[src/rtl/cpu_pkg.sv]
// shared definitions for the five-stage integer pipeline
// widths, opcode and function codes, ALU operations,
// stage payload structs, forwarding record, APB request and
// response structs, per-stage stall vector
package cpu_pkg;

    localparam int XLEN       = 32;
    localparam int REG_ADDR_W = 5;

    // primary opcodes
    localparam logic [5:0] OP_SPECIAL = 6'h00;
    localparam logic [5:0] OP_ORI     = 6'h0d;
    localparam logic [5:0] OP_LUI     = 6'h0f;
    localparam logic [5:0] OP_LW      = 6'h23;
    localparam logic [5:0] OP_SW      = 6'h2b;

    // function codes under OP_SPECIAL
    localparam logic [5:0] FN_ADDU = 6'h21;
    localparam logic [5:0] FN_SUBU = 6'h23;
    localparam logic [5:0] FN_AND  = 6'h24;
    localparam logic [5:0] FN_OR   = 6'h25;
    localparam logic [5:0] FN_SLT  = 6'h2a;

    typedef enum logic [2:0] {
        ALU_ADD,
        ALU_SUB,
        ALU_AND,
        ALU_OR,
        ALU_SLT,
        ALU_PASS
    } alu_op_e;

    typedef struct packed {
        logic [XLEN-1:0] instr;
        logic [XLEN-1:0] pc;
    } if_id_t;

    typedef struct packed {
        logic [XLEN-1:0]       op_a;
        logic [XLEN-1:0]       op_b;
        logic [XLEN-1:0]       store_data;
        alu_op_e               alu_op;
        logic [REG_ADDR_W-1:0] rd;
        logic                  we;
        logic                  is_load;
        logic                  is_store;
    } id_ex_t;

    typedef struct packed {
        logic [XLEN-1:0]       result;
        logic [XLEN-1:0]       store_data;
        logic [REG_ADDR_W-1:0] rd;
        logic                  we;
        logic                  is_load;
        logic                  is_store;
    } ex_mem_t;

    typedef struct packed {
        logic [XLEN-1:0]       value;
        logic [REG_ADDR_W-1:0] rd;
        logic                  we;
    } mem_wb_t;

    // result offered to decode by a later stage
    typedef struct packed {
        logic                  valid;
        logic [REG_ADDR_W-1:0] rd;
        logic [XLEN-1:0]       value;
        logic                  is_load;
    } fwd_t;

    typedef struct packed {
        logic            psel;
        logic            penable;
        logic            pwrite;
        logic [XLEN-1:0] paddr;
        logic [XLEN-1:0] pwdata;
    } apb_req_t;

    typedef struct packed {
        logic [XLEN-1:0] prdata;
        logic            pready;
    } apb_rsp_t;

    typedef struct packed {
        logic pc;
        logic if_id;
        logic id_ex;
        logic ex_mem;
        logic mem_wb;
    } stall_t;

endpackage

[src/rtl/stage_reg.sv]
// generic pipeline register
// payload type set per instance, holds on stall,
// loads an all-zero payload on reset or bubble
`timescale 1ns/1ps

module stage_reg #(
    parameter type payload_t = logic
) (
    input  logic     clk,
    input  logic     rst,
    input  logic     stall_i,
    input  logic     bubble_i,
    input  payload_t d_i,
    output payload_t q_o
);

    // zero payload means every flag inactive
    always_ff @(posedge clk) begin
        if (rst || bubble_i) begin
            q_o <= '0;
        end else if (!stall_i) begin
            q_o <= d_i;
        end
    end

endmodule

[src/rtl/pc_stall_control.sv]
// program counter and stall merge
// pc advances by one word unless held,
// memory stall holds every stage, load-use stall holds
// fetch and decode and bubbles the execute input
`timescale 1ns/1ps

module pc_stall_control import cpu_pkg::*; #(
    parameter logic [XLEN-1:0] RESET_PC = '0
) (
    input  logic            clk,
    input  logic            rst,
    input  logic            load_use_stall_i,
    input  logic            mem_stall_i,
    output logic [XLEN-1:0] pc_o,
    output stall_t          stall_o,
    output logic            bubble_o
);

    always_comb begin
        stall_o  = '0;
        bubble_o = 1'b0;
        if (mem_stall_i) begin
            stall_o = '1;
        end else if (load_use_stall_i) begin
            stall_o.pc    = 1'b1;
            stall_o.if_id = 1'b1;
            bubble_o      = 1'b1;
        end
    end

    always_ff @(posedge clk) begin
        if (rst) begin
            pc_o <= RESET_PC;
        end else if (!stall_o.pc) begin
            pc_o <= pc_o + XLEN'(4);
        end
    end

endmodule

[src/rtl/decode.sv]
// instruction decode
// field split, register read addresses, operand forwarding
// from execute and memory, immediate extension,
// load-use hazard detection
`timescale 1ns/1ps

module decode import cpu_pkg::*; (
    input  if_id_t                if_id_i,
    output logic [REG_ADDR_W-1:0] rs_addr_o,
    output logic [REG_ADDR_W-1:0] rt_addr_o,
    input  logic [XLEN-1:0]       rs_data_i,
    input  logic [XLEN-1:0]       rt_data_i,
    input  fwd_t                  ex_fwd_i,
    input  fwd_t                  mem_fwd_i,
    output id_ex_t                id_ex_o,
    output logic                  load_use_stall_o
);

    logic [5:0]            opcode;
    logic [5:0]            funct;
    logic [REG_ADDR_W-1:0] rd_field;
    logic [15:0]           imm;
    logic [XLEN-1:0]       rs_val;
    logic [XLEN-1:0]       rt_val;
    logic                  use_rs;
    logic                  use_rt;

    // register zero never takes a forwarded value
    function automatic logic hit(input fwd_t src, input logic [REG_ADDR_W-1:0] idx);
        return src.valid && (src.rd == idx) && (idx != '0);
    endfunction

    function automatic logic [XLEN-1:0] pick(input logic [REG_ADDR_W-1:0] idx,
                                             input logic [XLEN-1:0] rf_val,
                                             input fwd_t ex_src,
                                             input fwd_t mem_src);
        if (hit(ex_src, idx)) begin
            return ex_src.value;
        end
        if (hit(mem_src, idx)) begin
            return mem_src.value;
        end
        return rf_val;
    endfunction

    assign opcode    = if_id_i.instr[31:26];
    assign rs_addr_o = if_id_i.instr[25:21];
    assign rt_addr_o = if_id_i.instr[20:16];
    assign rd_field  = if_id_i.instr[15:11];
    assign funct     = if_id_i.instr[5:0];
    assign imm       = if_id_i.instr[15:0];

    assign rs_val = pick(rs_addr_o, rs_data_i, ex_fwd_i, mem_fwd_i);
    assign rt_val = pick(rt_addr_o, rt_data_i, ex_fwd_i, mem_fwd_i);

    always_comb begin
        id_ex_o = '0;
        use_rs  = 1'b0;
        use_rt  = 1'b0;
        case (opcode)
            OP_SPECIAL: begin
                id_ex_o.we = 1'b1;
                case (funct)
                    FN_ADDU: id_ex_o.alu_op = ALU_ADD;
                    FN_SUBU: id_ex_o.alu_op = ALU_SUB;
                    FN_AND:  id_ex_o.alu_op = ALU_AND;
                    FN_OR:   id_ex_o.alu_op = ALU_OR;
                    FN_SLT:  id_ex_o.alu_op = ALU_SLT;
                    default: id_ex_o.we     = 1'b0;
                endcase
                id_ex_o.op_a = rs_val;
                id_ex_o.op_b = rt_val;
                id_ex_o.rd   = rd_field;
                use_rs       = id_ex_o.we;
                use_rt       = id_ex_o.we;
            end
            OP_ORI: begin
                id_ex_o.alu_op = ALU_OR;
                id_ex_o.op_a   = rs_val;
                id_ex_o.op_b   = {16'h0000, imm};
                id_ex_o.rd     = rt_addr_o;
                id_ex_o.we     = 1'b1;
                use_rs         = 1'b1;
            end
            OP_LUI: begin
                id_ex_o.alu_op = ALU_PASS;
                id_ex_o.op_b   = {imm, 16'h0000};
                id_ex_o.rd     = rt_addr_o;
                id_ex_o.we     = 1'b1;
            end
            OP_LW: begin
                id_ex_o.alu_op  = ALU_ADD;
                id_ex_o.op_a    = rs_val;
                id_ex_o.op_b    = {{16{imm[15]}}, imm};
                id_ex_o.rd      = rt_addr_o;
                id_ex_o.we      = 1'b1;
                id_ex_o.is_load = 1'b1;
                use_rs          = 1'b1;
            end
            OP_SW: begin
                id_ex_o.alu_op     = ALU_ADD;
                id_ex_o.op_a       = rs_val;
                id_ex_o.op_b       = {{16{imm[15]}}, imm};
                id_ex_o.store_data = rt_val;
                id_ex_o.is_store   = 1'b1;
                use_rs             = 1'b1;
                use_rt             = 1'b1;
            end
            default: ;
        endcase
    end

    // load result not yet available in execute
    assign load_use_stall_o =
        (use_rs && ex_fwd_i.is_load && hit(ex_fwd_i, rs_addr_o)) ||
        (use_rt && ex_fwd_i.is_load && hit(ex_fwd_i, rt_addr_o));

endmodule

[src/rtl/reg_file.sv]
// 32 x 32 register file
// two read ports, one write port from writeback,
// register zero reads as zero, same-cycle write visible on reads
`timescale 1ns/1ps

module reg_file import cpu_pkg::*; (
    input  logic                  clk,
    input  logic                  rst,
    input  logic [REG_ADDR_W-1:0] rs_addr_i,
    input  logic [REG_ADDR_W-1:0] rt_addr_i,
    output logic [XLEN-1:0]       rs_data_o,
    output logic [XLEN-1:0]       rt_data_o,
    input  mem_wb_t               wb_i
);

    logic [XLEN-1:0] regs [32];

    function automatic logic [XLEN-1:0] read_port(input logic [REG_ADDR_W-1:0] addr);
        if (addr == '0) begin
            return '0;
        end
        // write-through
        if (wb_i.we && (wb_i.rd == addr)) begin
            return wb_i.value;
        end
        return regs[addr];
    endfunction

    always_ff @(posedge clk) begin
        if (rst) begin
            for (int i = 0; i < 32; i++) begin
                regs[i] <= '0;
            end
        end else if (wb_i.we && (wb_i.rd != '0)) begin
            regs[wb_i.rd] <= wb_i.value;
        end
    end

    always_comb begin
        rs_data_o = read_port(rs_addr_i);
        rt_data_o = read_port(rt_addr_i);
    end

endmodule

[src/rtl/execute.sv]
// execute stage
// ALU for the register and immediate operations,
// base plus offset for loads and stores, forwarding record
`timescale 1ns/1ps

module execute import cpu_pkg::*; (
    input  id_ex_t  id_ex_i,
    output ex_mem_t ex_mem_o,
    output fwd_t    ex_fwd_o
);

    logic [XLEN-1:0] result;

    always_comb begin
        case (id_ex_i.alu_op)
            ALU_ADD:  result = id_ex_i.op_a + id_ex_i.op_b;
            ALU_SUB:  result = id_ex_i.op_a - id_ex_i.op_b;
            ALU_AND:  result = id_ex_i.op_a & id_ex_i.op_b;
            ALU_OR:   result = id_ex_i.op_a | id_ex_i.op_b;
            ALU_SLT:  result = {{(XLEN-1){1'b0}},
                                $signed(id_ex_i.op_a) < $signed(id_ex_i.op_b)};
            ALU_PASS: result = id_ex_i.op_b;
            default:  result = '0;
        endcase
    end

    assign ex_mem_o = '{result:     result,
                        store_data: id_ex_i.store_data,
                        rd:         id_ex_i.rd,
                        we:         id_ex_i.we,
                        is_load:    id_ex_i.is_load,
                        is_store:   id_ex_i.is_store};

    // for a load the result is only the address
    assign ex_fwd_o = '{valid:   id_ex_i.we,
                        rd:      id_ex_i.rd,
                        value:   result,
                        is_load: id_ex_i.is_load};

endmodule

[src/rtl/mem_apb.sv]
// memory stage with APB master
// idle/setup/access FSM, one transfer per LW or SW,
// stall request until pready, writeback and forwarding values
`timescale 1ns/1ps

module mem_apb import cpu_pkg::*; (
    input  logic     clk,
    input  logic     rst,
    input  ex_mem_t  ex_mem_i,
    output apb_req_t apb_req_o,
    input  apb_rsp_t apb_rsp_i,
    output mem_wb_t  mem_wb_o,
    output fwd_t     mem_fwd_o,
    output logic     mem_stall_o
);

    typedef enum logic [1:0] {
        ST_IDLE,
        ST_SETUP,
        ST_ACCESS
    } state_e;

    state_e          state_q;
    logic            pending;
    logic            done;
    logic [XLEN-1:0] wb_value;

    assign pending = ex_mem_i.is_load || ex_mem_i.is_store;
    assign done    = (state_q == ST_ACCESS) && apb_rsp_i.pready;

    always_ff @(posedge clk) begin
        if (rst) begin
            state_q <= ST_IDLE;
        end else begin
            case (state_q)
                ST_IDLE:   if (pending) state_q <= ST_SETUP;
                ST_SETUP:  state_q <= ST_ACCESS;
                ST_ACCESS: if (apb_rsp_i.pready) state_q <= ST_IDLE;
                default:   state_q <= ST_IDLE;
            endcase
        end
    end

    // address and data come straight from the held ex_mem register
    assign apb_req_o = '{psel:    state_q != ST_IDLE,
                         penable: state_q == ST_ACCESS,
                         pwrite:  ex_mem_i.is_store,
                         paddr:   ex_mem_i.result,
                         pwdata:  ex_mem_i.store_data};

    assign mem_stall_o = pending && !done;

    assign wb_value = ex_mem_i.is_load ? apb_rsp_i.prdata : ex_mem_i.result;

    assign mem_wb_o = '{value: wb_value, rd: ex_mem_i.rd, we: ex_mem_i.we};

    assign mem_fwd_o = '{valid:   ex_mem_i.we,
                         rd:      ex_mem_i.rd,
                         value:   wb_value,
                         is_load: ex_mem_i.is_load && !done};

endmodule

[src/rtl/cpu_top.sv]
// top level of the pipelined core
// pc and stall control, four stage registers, decode,
// register file, execute, APB memory stage
`timescale 1ns/1ps

module cpu_top import cpu_pkg::*; #(
    parameter logic [XLEN-1:0] RESET_PC = '0
) (
    input  logic            clk,
    input  logic            rst,
    output logic [XLEN-1:0] imem_addr_o,
    input  logic [XLEN-1:0] imem_data_i,
    output apb_req_t        apb_req_o,
    input  apb_rsp_t        apb_rsp_i
);

    logic [XLEN-1:0]       pc;
    stall_t                stall;
    logic                  bubble;
    logic                  load_use_stall;
    logic                  mem_stall;
    if_id_t                if_id_d;
    if_id_t                if_id_q;
    id_ex_t                id_ex_d;
    id_ex_t                id_ex_q;
    ex_mem_t               ex_mem_d;
    ex_mem_t               ex_mem_q;
    mem_wb_t               mem_wb_d;
    mem_wb_t               mem_wb_q;
    fwd_t                  ex_fwd;
    fwd_t                  mem_fwd;
    logic [REG_ADDR_W-1:0] rs_addr;
    logic [REG_ADDR_W-1:0] rt_addr;
    logic [XLEN-1:0]       rs_data;
    logic [XLEN-1:0]       rt_data;

    assign imem_addr_o = pc;
    assign if_id_d     = '{instr: imem_data_i, pc: pc};

    pc_stall_control #(.RESET_PC(RESET_PC)) pc_stall_control_inst (
        .clk(clk), .rst(rst),
        .load_use_stall_i(load_use_stall), .mem_stall_i(mem_stall),
        .pc_o(pc), .stall_o(stall), .bubble_o(bubble)
    );

    stage_reg #(.payload_t(if_id_t)) if_id_reg (
        .clk(clk), .rst(rst), .stall_i(stall.if_id), .bubble_i(1'b0),
        .d_i(if_id_d), .q_o(if_id_q)
    );

    decode decode_inst (
        .if_id_i(if_id_q),
        .rs_addr_o(rs_addr), .rt_addr_o(rt_addr),
        .rs_data_i(rs_data), .rt_data_i(rt_data),
        .ex_fwd_i(ex_fwd), .mem_fwd_i(mem_fwd),
        .id_ex_o(id_ex_d), .load_use_stall_o(load_use_stall)
    );

    reg_file reg_file_inst (
        .clk(clk), .rst(rst),
        .rs_addr_i(rs_addr), .rt_addr_i(rt_addr),
        .rs_data_o(rs_data), .rt_data_o(rt_data),
        .wb_i(mem_wb_q)
    );

    // load-use bubble enters here
    stage_reg #(.payload_t(id_ex_t)) id_ex_reg (
        .clk(clk), .rst(rst), .stall_i(stall.id_ex), .bubble_i(bubble),
        .d_i(id_ex_d), .q_o(id_ex_q)
    );

    execute execute_inst (
        .id_ex_i(id_ex_q), .ex_mem_o(ex_mem_d), .ex_fwd_o(ex_fwd)
    );

    stage_reg #(.payload_t(ex_mem_t)) ex_mem_reg (
        .clk(clk), .rst(rst), .stall_i(stall.ex_mem), .bubble_i(1'b0),
        .d_i(ex_mem_d), .q_o(ex_mem_q)
    );

    mem_apb mem_apb_inst (
        .clk(clk), .rst(rst),
        .ex_mem_i(ex_mem_q),
        .apb_req_o(apb_req_o), .apb_rsp_i(apb_rsp_i),
        .mem_wb_o(mem_wb_d), .mem_fwd_o(mem_fwd), .mem_stall_o(mem_stall)
    );

    stage_reg #(.payload_t(mem_wb_t)) mem_wb_reg (
        .clk(clk), .rst(rst), .stall_i(stall.mem_wb), .bubble_i(1'b0),
        .d_i(mem_wb_d), .q_o(mem_wb_q)
    );

endmodule

[config.mk]
export PLATFORM = sky130hd
export DESIGN_NAME = cpu_top
export DESIGN_NICKNAME = d
export VERILOG_FILES = /design/src/rtl/cpu_pkg.sv /design/src/rtl/stage_reg.sv /design/src/rtl/pc_stall_control.sv /design/src/rtl/decode.sv /design/src/rtl/reg_file.sv /design/src/rtl/execute.sv /design/src/rtl/mem_apb.sv /design/src/rtl/cpu_top.sv
export SDC_FILE = /design/constraint.sdc
export NUM_CORES = 2
export LEC_CHECK = 0
export BUFFER_PORTS_ARGS = -buffer_cell sky130_fd_sc_hd__buf_2
export CAP_MARGIN = 20
export CORE_MARGIN = 2
export CORE_UTILIZATION = 50
export CTS_BUF_LIST = sky130_fd_sc_hd__clkbuf_8
export DETAILED_ROUTE_END_ITERATION = 6
export GPL_TIMING_DRIVEN = 0
export PLACE_DENSITY = 0.7
export SYNTH_ARGS = -nofsm -noshare
export SYNTH_HDL_FRONTEND = slang
export SYNTH_SLANG_ARGS = --single-unit
[constraint.sdc]
create_clock -name clk -period 4.15 [get_ports clk]
set_input_delay 0.83 -clock clk [delete_from_list [all_inputs] [get_ports clk]]
set_output_delay 0.83 -clock clk [all_outputs]
set_load 0.03 [all_outputs]
## After elaboration in Yosys (flattened, before gate mapping)

Memories as Yosys holds them, arrays and structs flattened. A register that Yosys moved wholly into a read port is not among the register bits.
Index checks and enable logic that the tools add are counted.

| word-level totals | value |
|---|---|
| word-level logic and storage cells | 149 |
| output and inout port bits | 99 |
| register bits after elaboration | 283 |
| memories | 1 |
| memory bits (writable) | 1,024 |
| input bits | 67 |

Memories:

| name | words | bits a word | rd ports | clocked after Yosys merged registers in | wr ports | line | text |
|---|---|---|---|---|---|---|---|
| reg_file_inst.regs | 32 | 32 | 2 | 2 | 32 | reg_file.sv:16 | `logic [XLEN-1:0] regs [32];` |

| operators by class | value |
|---|---|
| multiplexer cells | 61 |
| add/sub/neg operators | 3 |
| bitwise operators | 2 |
| reduce and logical (&&, ||, !) cells | 37 |
| magnitude comparators | 1 |
| equality and inequality tests | 24 |

Operators with widths:

| kind | count |
|---|---|
| $mux W32 | 20 |
| $pmux W32 S6 | 1 |
| $pmux W32 S4 | 1 |
| $eq A6 B6 Y1 const B | 7 |
| $add A32 B3 Y32 const B | 1 |
| $add A32 B32 Y32 | 1 |
| $and A32 B32 Y32 | 1 |
| $lt A32 B32 Y1 | 1 |
| $or A32 B32 Y32 | 1 |
| $reduce_or A32 Y1 | 1 |
| $sub A32 B32 Y32 | 1 |
| $eq A5 B5 Y1 | 6 |
| $mux W5 | 5 |
| $mux W1 | 23 |
| $logic_and A1 B1 Y1 | 17 |
| $reduce_bool A5 Y1 | 3 |
| $eq A6 B4 Y1 const B | 2 |
| $pmux W3 S4 | 1 |
| $pmux W6 S2 | 1 |
| $logic_not A5 Y1 | 2 |
| $pmux W3 S3 | 1 |
| $mux W2 | 4 |
| $eq A3 B2 Y1 const B | 2 |
| $eq A3 B3 Y1 const B | 2 |
| 18 further kinds | 23 |

## Longest topological paths before layout

| logic depth | value |
|---|---|
| depth after elaboration | 11 |
| mapped depth | 13 |
| gate-level depth less buffers | 13 |

## Cells and area by module

From an unflattened synthesis, not the netlist that was laid out.

| second synthesis, totals | value |
|---|---|
| cell total of the unflattened synthesis | 6,318 |
| area, all modules | 76,886.2 um^2 |

By module, submodules not included:

| module | area an instance (um^2) | times used | cells each | sequential area each (um^2) |
|---|---|---|---|---|
| reg_file | 55,055.3 | 1 | 3,797 | 30,749.5 |
| execute | 5,506.5 | 1 | 806 | 0.0 |
| stage_reg at id_ex_reg | 3,791.1 | 1 | 346 | 2,142.1 |
| decode | 3,106.7 | 1 | 468 | 0.0 |
| stage_reg at ex_mem_reg | 2,645.0 | 1 | 233 | 1,441.4 |
| stage_reg at if_id_reg | 2,348.5 | 1 | 207 | 1,281.2 |
| pc_stall_control | 1,615.3 | 1 | 181 | 600.6 |
| mem_apb | 1,447.6 | 1 | 156 | 40.0 |
| stage_reg at mem_wb_reg | 1,366.3 | 1 | 123 | 760.7 |
| cpu_top | 3.8 | 1 | 1 | 0.0 |

## Worst setup path before layout

No wires, ideal clock.

| timing | value |
|---|---|
| path kind | register to register |
| start point | register id_ex_reg.q_o[43] in the netlist's numbering |
| end point | register id_ex_reg.q_o[35] in the netlist's numbering |
| cell stages (with the launch flop) | 13 |
| setup time | 0.117 ns |
| clock period less this slack | 3.318 ns |
| buffers on the path | 0 |
| data required time | 4.033 ns |
| setup slack | 0.832 ns |
| data arrival time | 3.201 ns |
| cells stage by stage | dfxtp_1 -> ha_1 -> inv_1 -> fa_1 -> or2b_2 -> a221oi_2 -> o2111a_2 -> o311a_1 -> a211o_1 -> a221o_1 -> a222oi_1 -> nand2_1 -> a32o_1 |

| between the ends | value |
|---|---|
| cells in the longest elaborated chain, start to end | 7 |
| elaborated cells between the ends (all ways) | 8 |
| those cells by class | add/sub (2); mux (6) |

Ends and longest elaborated chain:

| element | line | text |
|---|---|---|
| from (decl) | stage_reg.sv:14 | `output payload_t q_o` |
| from (signal assigned) | stage_reg.sv:22 | `q_o <= d_i;` |
| $sub A32 B32 Y32 / $add A32 B32 Y32 (equally long branches) | execute.sv:17, execute.sv:16 |  |
| $pmux W32 S6 (*) | execute.sv:15 | `case (id_ex_i.alu_op)` |
| $mux W32 (*) | decode.sv:37 | `if (hit(ex_src, idx)) begin` |
| $mux W32 | decode.sv:40 | `if (hit(mem_src, idx)) begin` |
| $mux W32 | decode.sv:43 | `return rf_val;` |
| $mux W32 (*) | decode.sv:40 |  |
| $mux W32 (*) | decode.sv:60 | `case (opcode)` |

Every way passes the cells marked *; elsewhere a longest branch is shown, timed or not. The select of a mux whose other input is x is not followed.
A chain may end at the register's enable or synchronous reset.

==> reports/summary.txt <==
Status = finished with violations
Violated checks = DRC, setup timing
Dominant cell type by area after synthesis = edfxtp_1
Design Area, Final = 82100 µm²
Die X = 386 µm
Commonest non-fill, non-tap cell in the layout = edfxtp_1
Crit. End Element = flip-flop
Most frequent cells in the layout = edfxtp_1 (1024), and2_1 (1001), mux4_2 (638), nand2_1 (360), clkbuf_1 (359)
Unrepaired setup endpoints after global routing = true
Multi-input combinational cell area = 33800 µm²
Post-DRT Antenna Nets = 0
Max-Cap Viols = 0
Fmax = 228 MHz
Routed wire length = 333 mm
Power per standard cell area = 371 nW/µm²
Core ar. = 145000 µm²
H-tree depth = 4
Initial core utilization = 50.2%
Post-Syn Area = 72900 µm²
Slew @ Worst Pin = 1.37 ns
Drt first-iter violations = 10.4k
Grt total ovfl = 0
Vias per cell = 7.10
Skew final = 0.0683 ns
Layout area overhead = 12.7%
Largest net degree at the start of global routing = 33
Clock tree sinks = 1315
Hold Vio Cnt, Final = 0
Chip height = 386 µm
GRT Total Usage = 44.4%
DRT Pass-1 Iters = 7
WP data required = 5.01 ns
Setup TNS = -3.08 ns
Slew margin rel. = 8.58%
Ys async rst share = 0%
Yosys reg bits = 1315
Leak Pwr = 29.7 nW
CTS Hold Bufs = 0
Layout cell share with drive strength beyond 1 = 23.6%
Die area = 149000 µm²
Root buffer cell = clkbuf_8
Number of port buffers = 163
First-pass GRT wire length = 445 mm
Post-route setup slack = -0.237 ns
EDFF count, synth = 1024
Inserted Clock Buffers = 219
Fin crit share = 106%
Setup CP Type = flip-flop to flip-flop
Initial antenna violation count = 30
Ports = 166
Dominant cells by area after synthesis = edfxtp_1 (42%), mux4_2 (20%), and2_1 (8.6%)
Worst vdd ir = 0.298 mV
Sequential Area = 36600 µm²
Routed WL per cell = 40.0 µm
Avg Inst Size Synth = 12.8 µm²
Post-synth top flop = edfxtp_1
Fin. max-slew vios = 0
Hold path cells = 3
DRC errors left = 3
Dpl hpwl = 229 mm
HP Class = input pin to flip-flop
Worst EP arrival = 5.25 ns
Crit Path Max Fanout = 8
Yosys cell types = 93
Clk Latency, worst-skew pair = 1.05 ns
Worst Reg-to-Reg Cells = 9
Final #Nets = 6358
Final GP Congestion = 1.08
Yosys warnings = 0
Minimum clock period = 4.39 ns
CTS clk-pin slew, worst paths = 0.06 ns
Setup WS pre-CTS = -1.23 ns
Row cnt = 140
CTS tree = done
CP Launch Type = flip-flop
Post-synthesis instance total = 5703
Post-synth top area share = 42.2%
DR vias = 59.1k
DP Area = 77200 µm²
Layout fillers = 11.9k
Vias in the first global route = 56.3k
Post-synthesis sequential area ratio = 50.2%
Setup violations, final = 34
CTS Buffer Depth = 3
[flip-flops by register name, summed over array words and instances, names as in the netlist, named ones only]
signal / flops
id_ex_reg.q_o: 107
mem_wb_reg.q_o: 38
mem_apb_inst.state_q: 2
reg_file_inst.regs: 1024
pc_stall_control_inst.pc_o: 30
if_id_reg.q_o: 32
ex_mem_reg.q_o: 72
[layer usage]
| metal | GRT usage [%] | routed length, µm |
|---|---|---|
| met5 | 1.01 | 562 |
| met4 | 38.6 | 36500 |
| met3 | 19.3 | 52300 |
| met2 | 64.1 | 140000 |
| met1 | 50.2 | 104000 |
[Yosys cell counts (all sizes together), types with 9 or more instances]
library cell and number:
dfxtp 291, mux4 638, or3 29, a22o 22
nor2b 14, a221oi 27, inv 109, o211ai 25
mux2 12, o31ai 24, o221ai 24, nand4 26
xnor2 38, nand3 30, or2 41, nor4 12
o22ai 19, clkbuf 408, nor3 65, nand2b 9
mux2i 94, and2 1002, nor2 299, o21a 17
a221o 9, a21o 24, xor2 30, ha 100
a21oi 254, a211oi 85, and3 15, nand2 360
a31oi 14, o21ai 168, a22oi 12, buf 187
edfxtp 1024
[kinds of logic (layout without fill, tap and decap cells)]
family | count (synthesis) | in the layout | synth area share (%)
and+or+nand+nor | 1937 | 1937 | 14.4
xor gates and xnor gates | 68 | 68 | 0.817
adders and majority gates | 102 | 102 | 1.77
buffers and inverters | 705 | 1338 | 4.15
other | 1 | 67 | 0.00515
DFF | 1315 | 1315 | 50.2
AOI/OAI and AO/OA | 831 | 831 | 7.51
muxes | 744 | 744 | 21.2
[power breakdown]
group          switching [W]  leakage [nW]  internal, W
sequential          0.000342          12.9       0.0146
combinational        0.00276          14.4      0.00158
clock                0.00581          2.38      0.00542
[final timing paths]
check | start | to | slack, ns
worst max-delay path | flip-flop | id_ex_reg.q_o[34] | -0.24
worst min-delay path | imem_data_i[15] | if_id_reg.q_o[47] | 0.08
worst max register to register | flip-flop | id_ex_reg.q_o[34] | -0.24
worst min register to register | ex_mem_reg.q_o[16] | ex_mem_reg.q_o[16] | 0.45
[per-stage QoR]
step / total power (W) / utilization [%] / std cells / hold WS (ns)
after floorplan: 0.0173 / - / 5736 / 0.425
after global placement: 0.0190 / 52.5 / 7816 / 0.442
after detailed placement: 0.0191 / 53.2 / 7871 / 0.449
after CTS: 0.0300 / 56.3 / 8278 / 0.0491
after global routing: 0.0308 / 56.5 / 8292 / 0.0950
final: 0.0305 / 56.6 / 8319 / 0.0786
[worst max-delay path: stages (launching register included)]
cell and delay (ns):
dfxtp_1 0.81, clkbuf_1 0.58, buf_16 0.24, clkbuf_1 0.54, buf_8 0.25, mux2i_1 0.30, mux4_2 0.47, a21oi_1 0.16
o2bb2ai_1 0.68, o21ai_0 0.17
[layout make-up]
cell class | instances | area share (%)
diodes | 33 | 0.101
multi-input cells | 3716 | 41.1
inverters | 110 | 0.503
repair buffers | 239 | 2.34
flip-flops and latches | 1315 | 44.5
plain buffers | 588 | 3.52
well taps | 1917 | 2.92
clock inverters | 173 | 1.12
clock buffers | 228 | 3.82
[what timing repair did]
item,4_1_cts,5_1_grt
cloned,0,0
buffers inserted,11,2
gates resized for setup,148,57
endpoints found under the setup margin,107,60
pin swaps,7,2
Note: power is estimated with default switching activity, not from simulation.
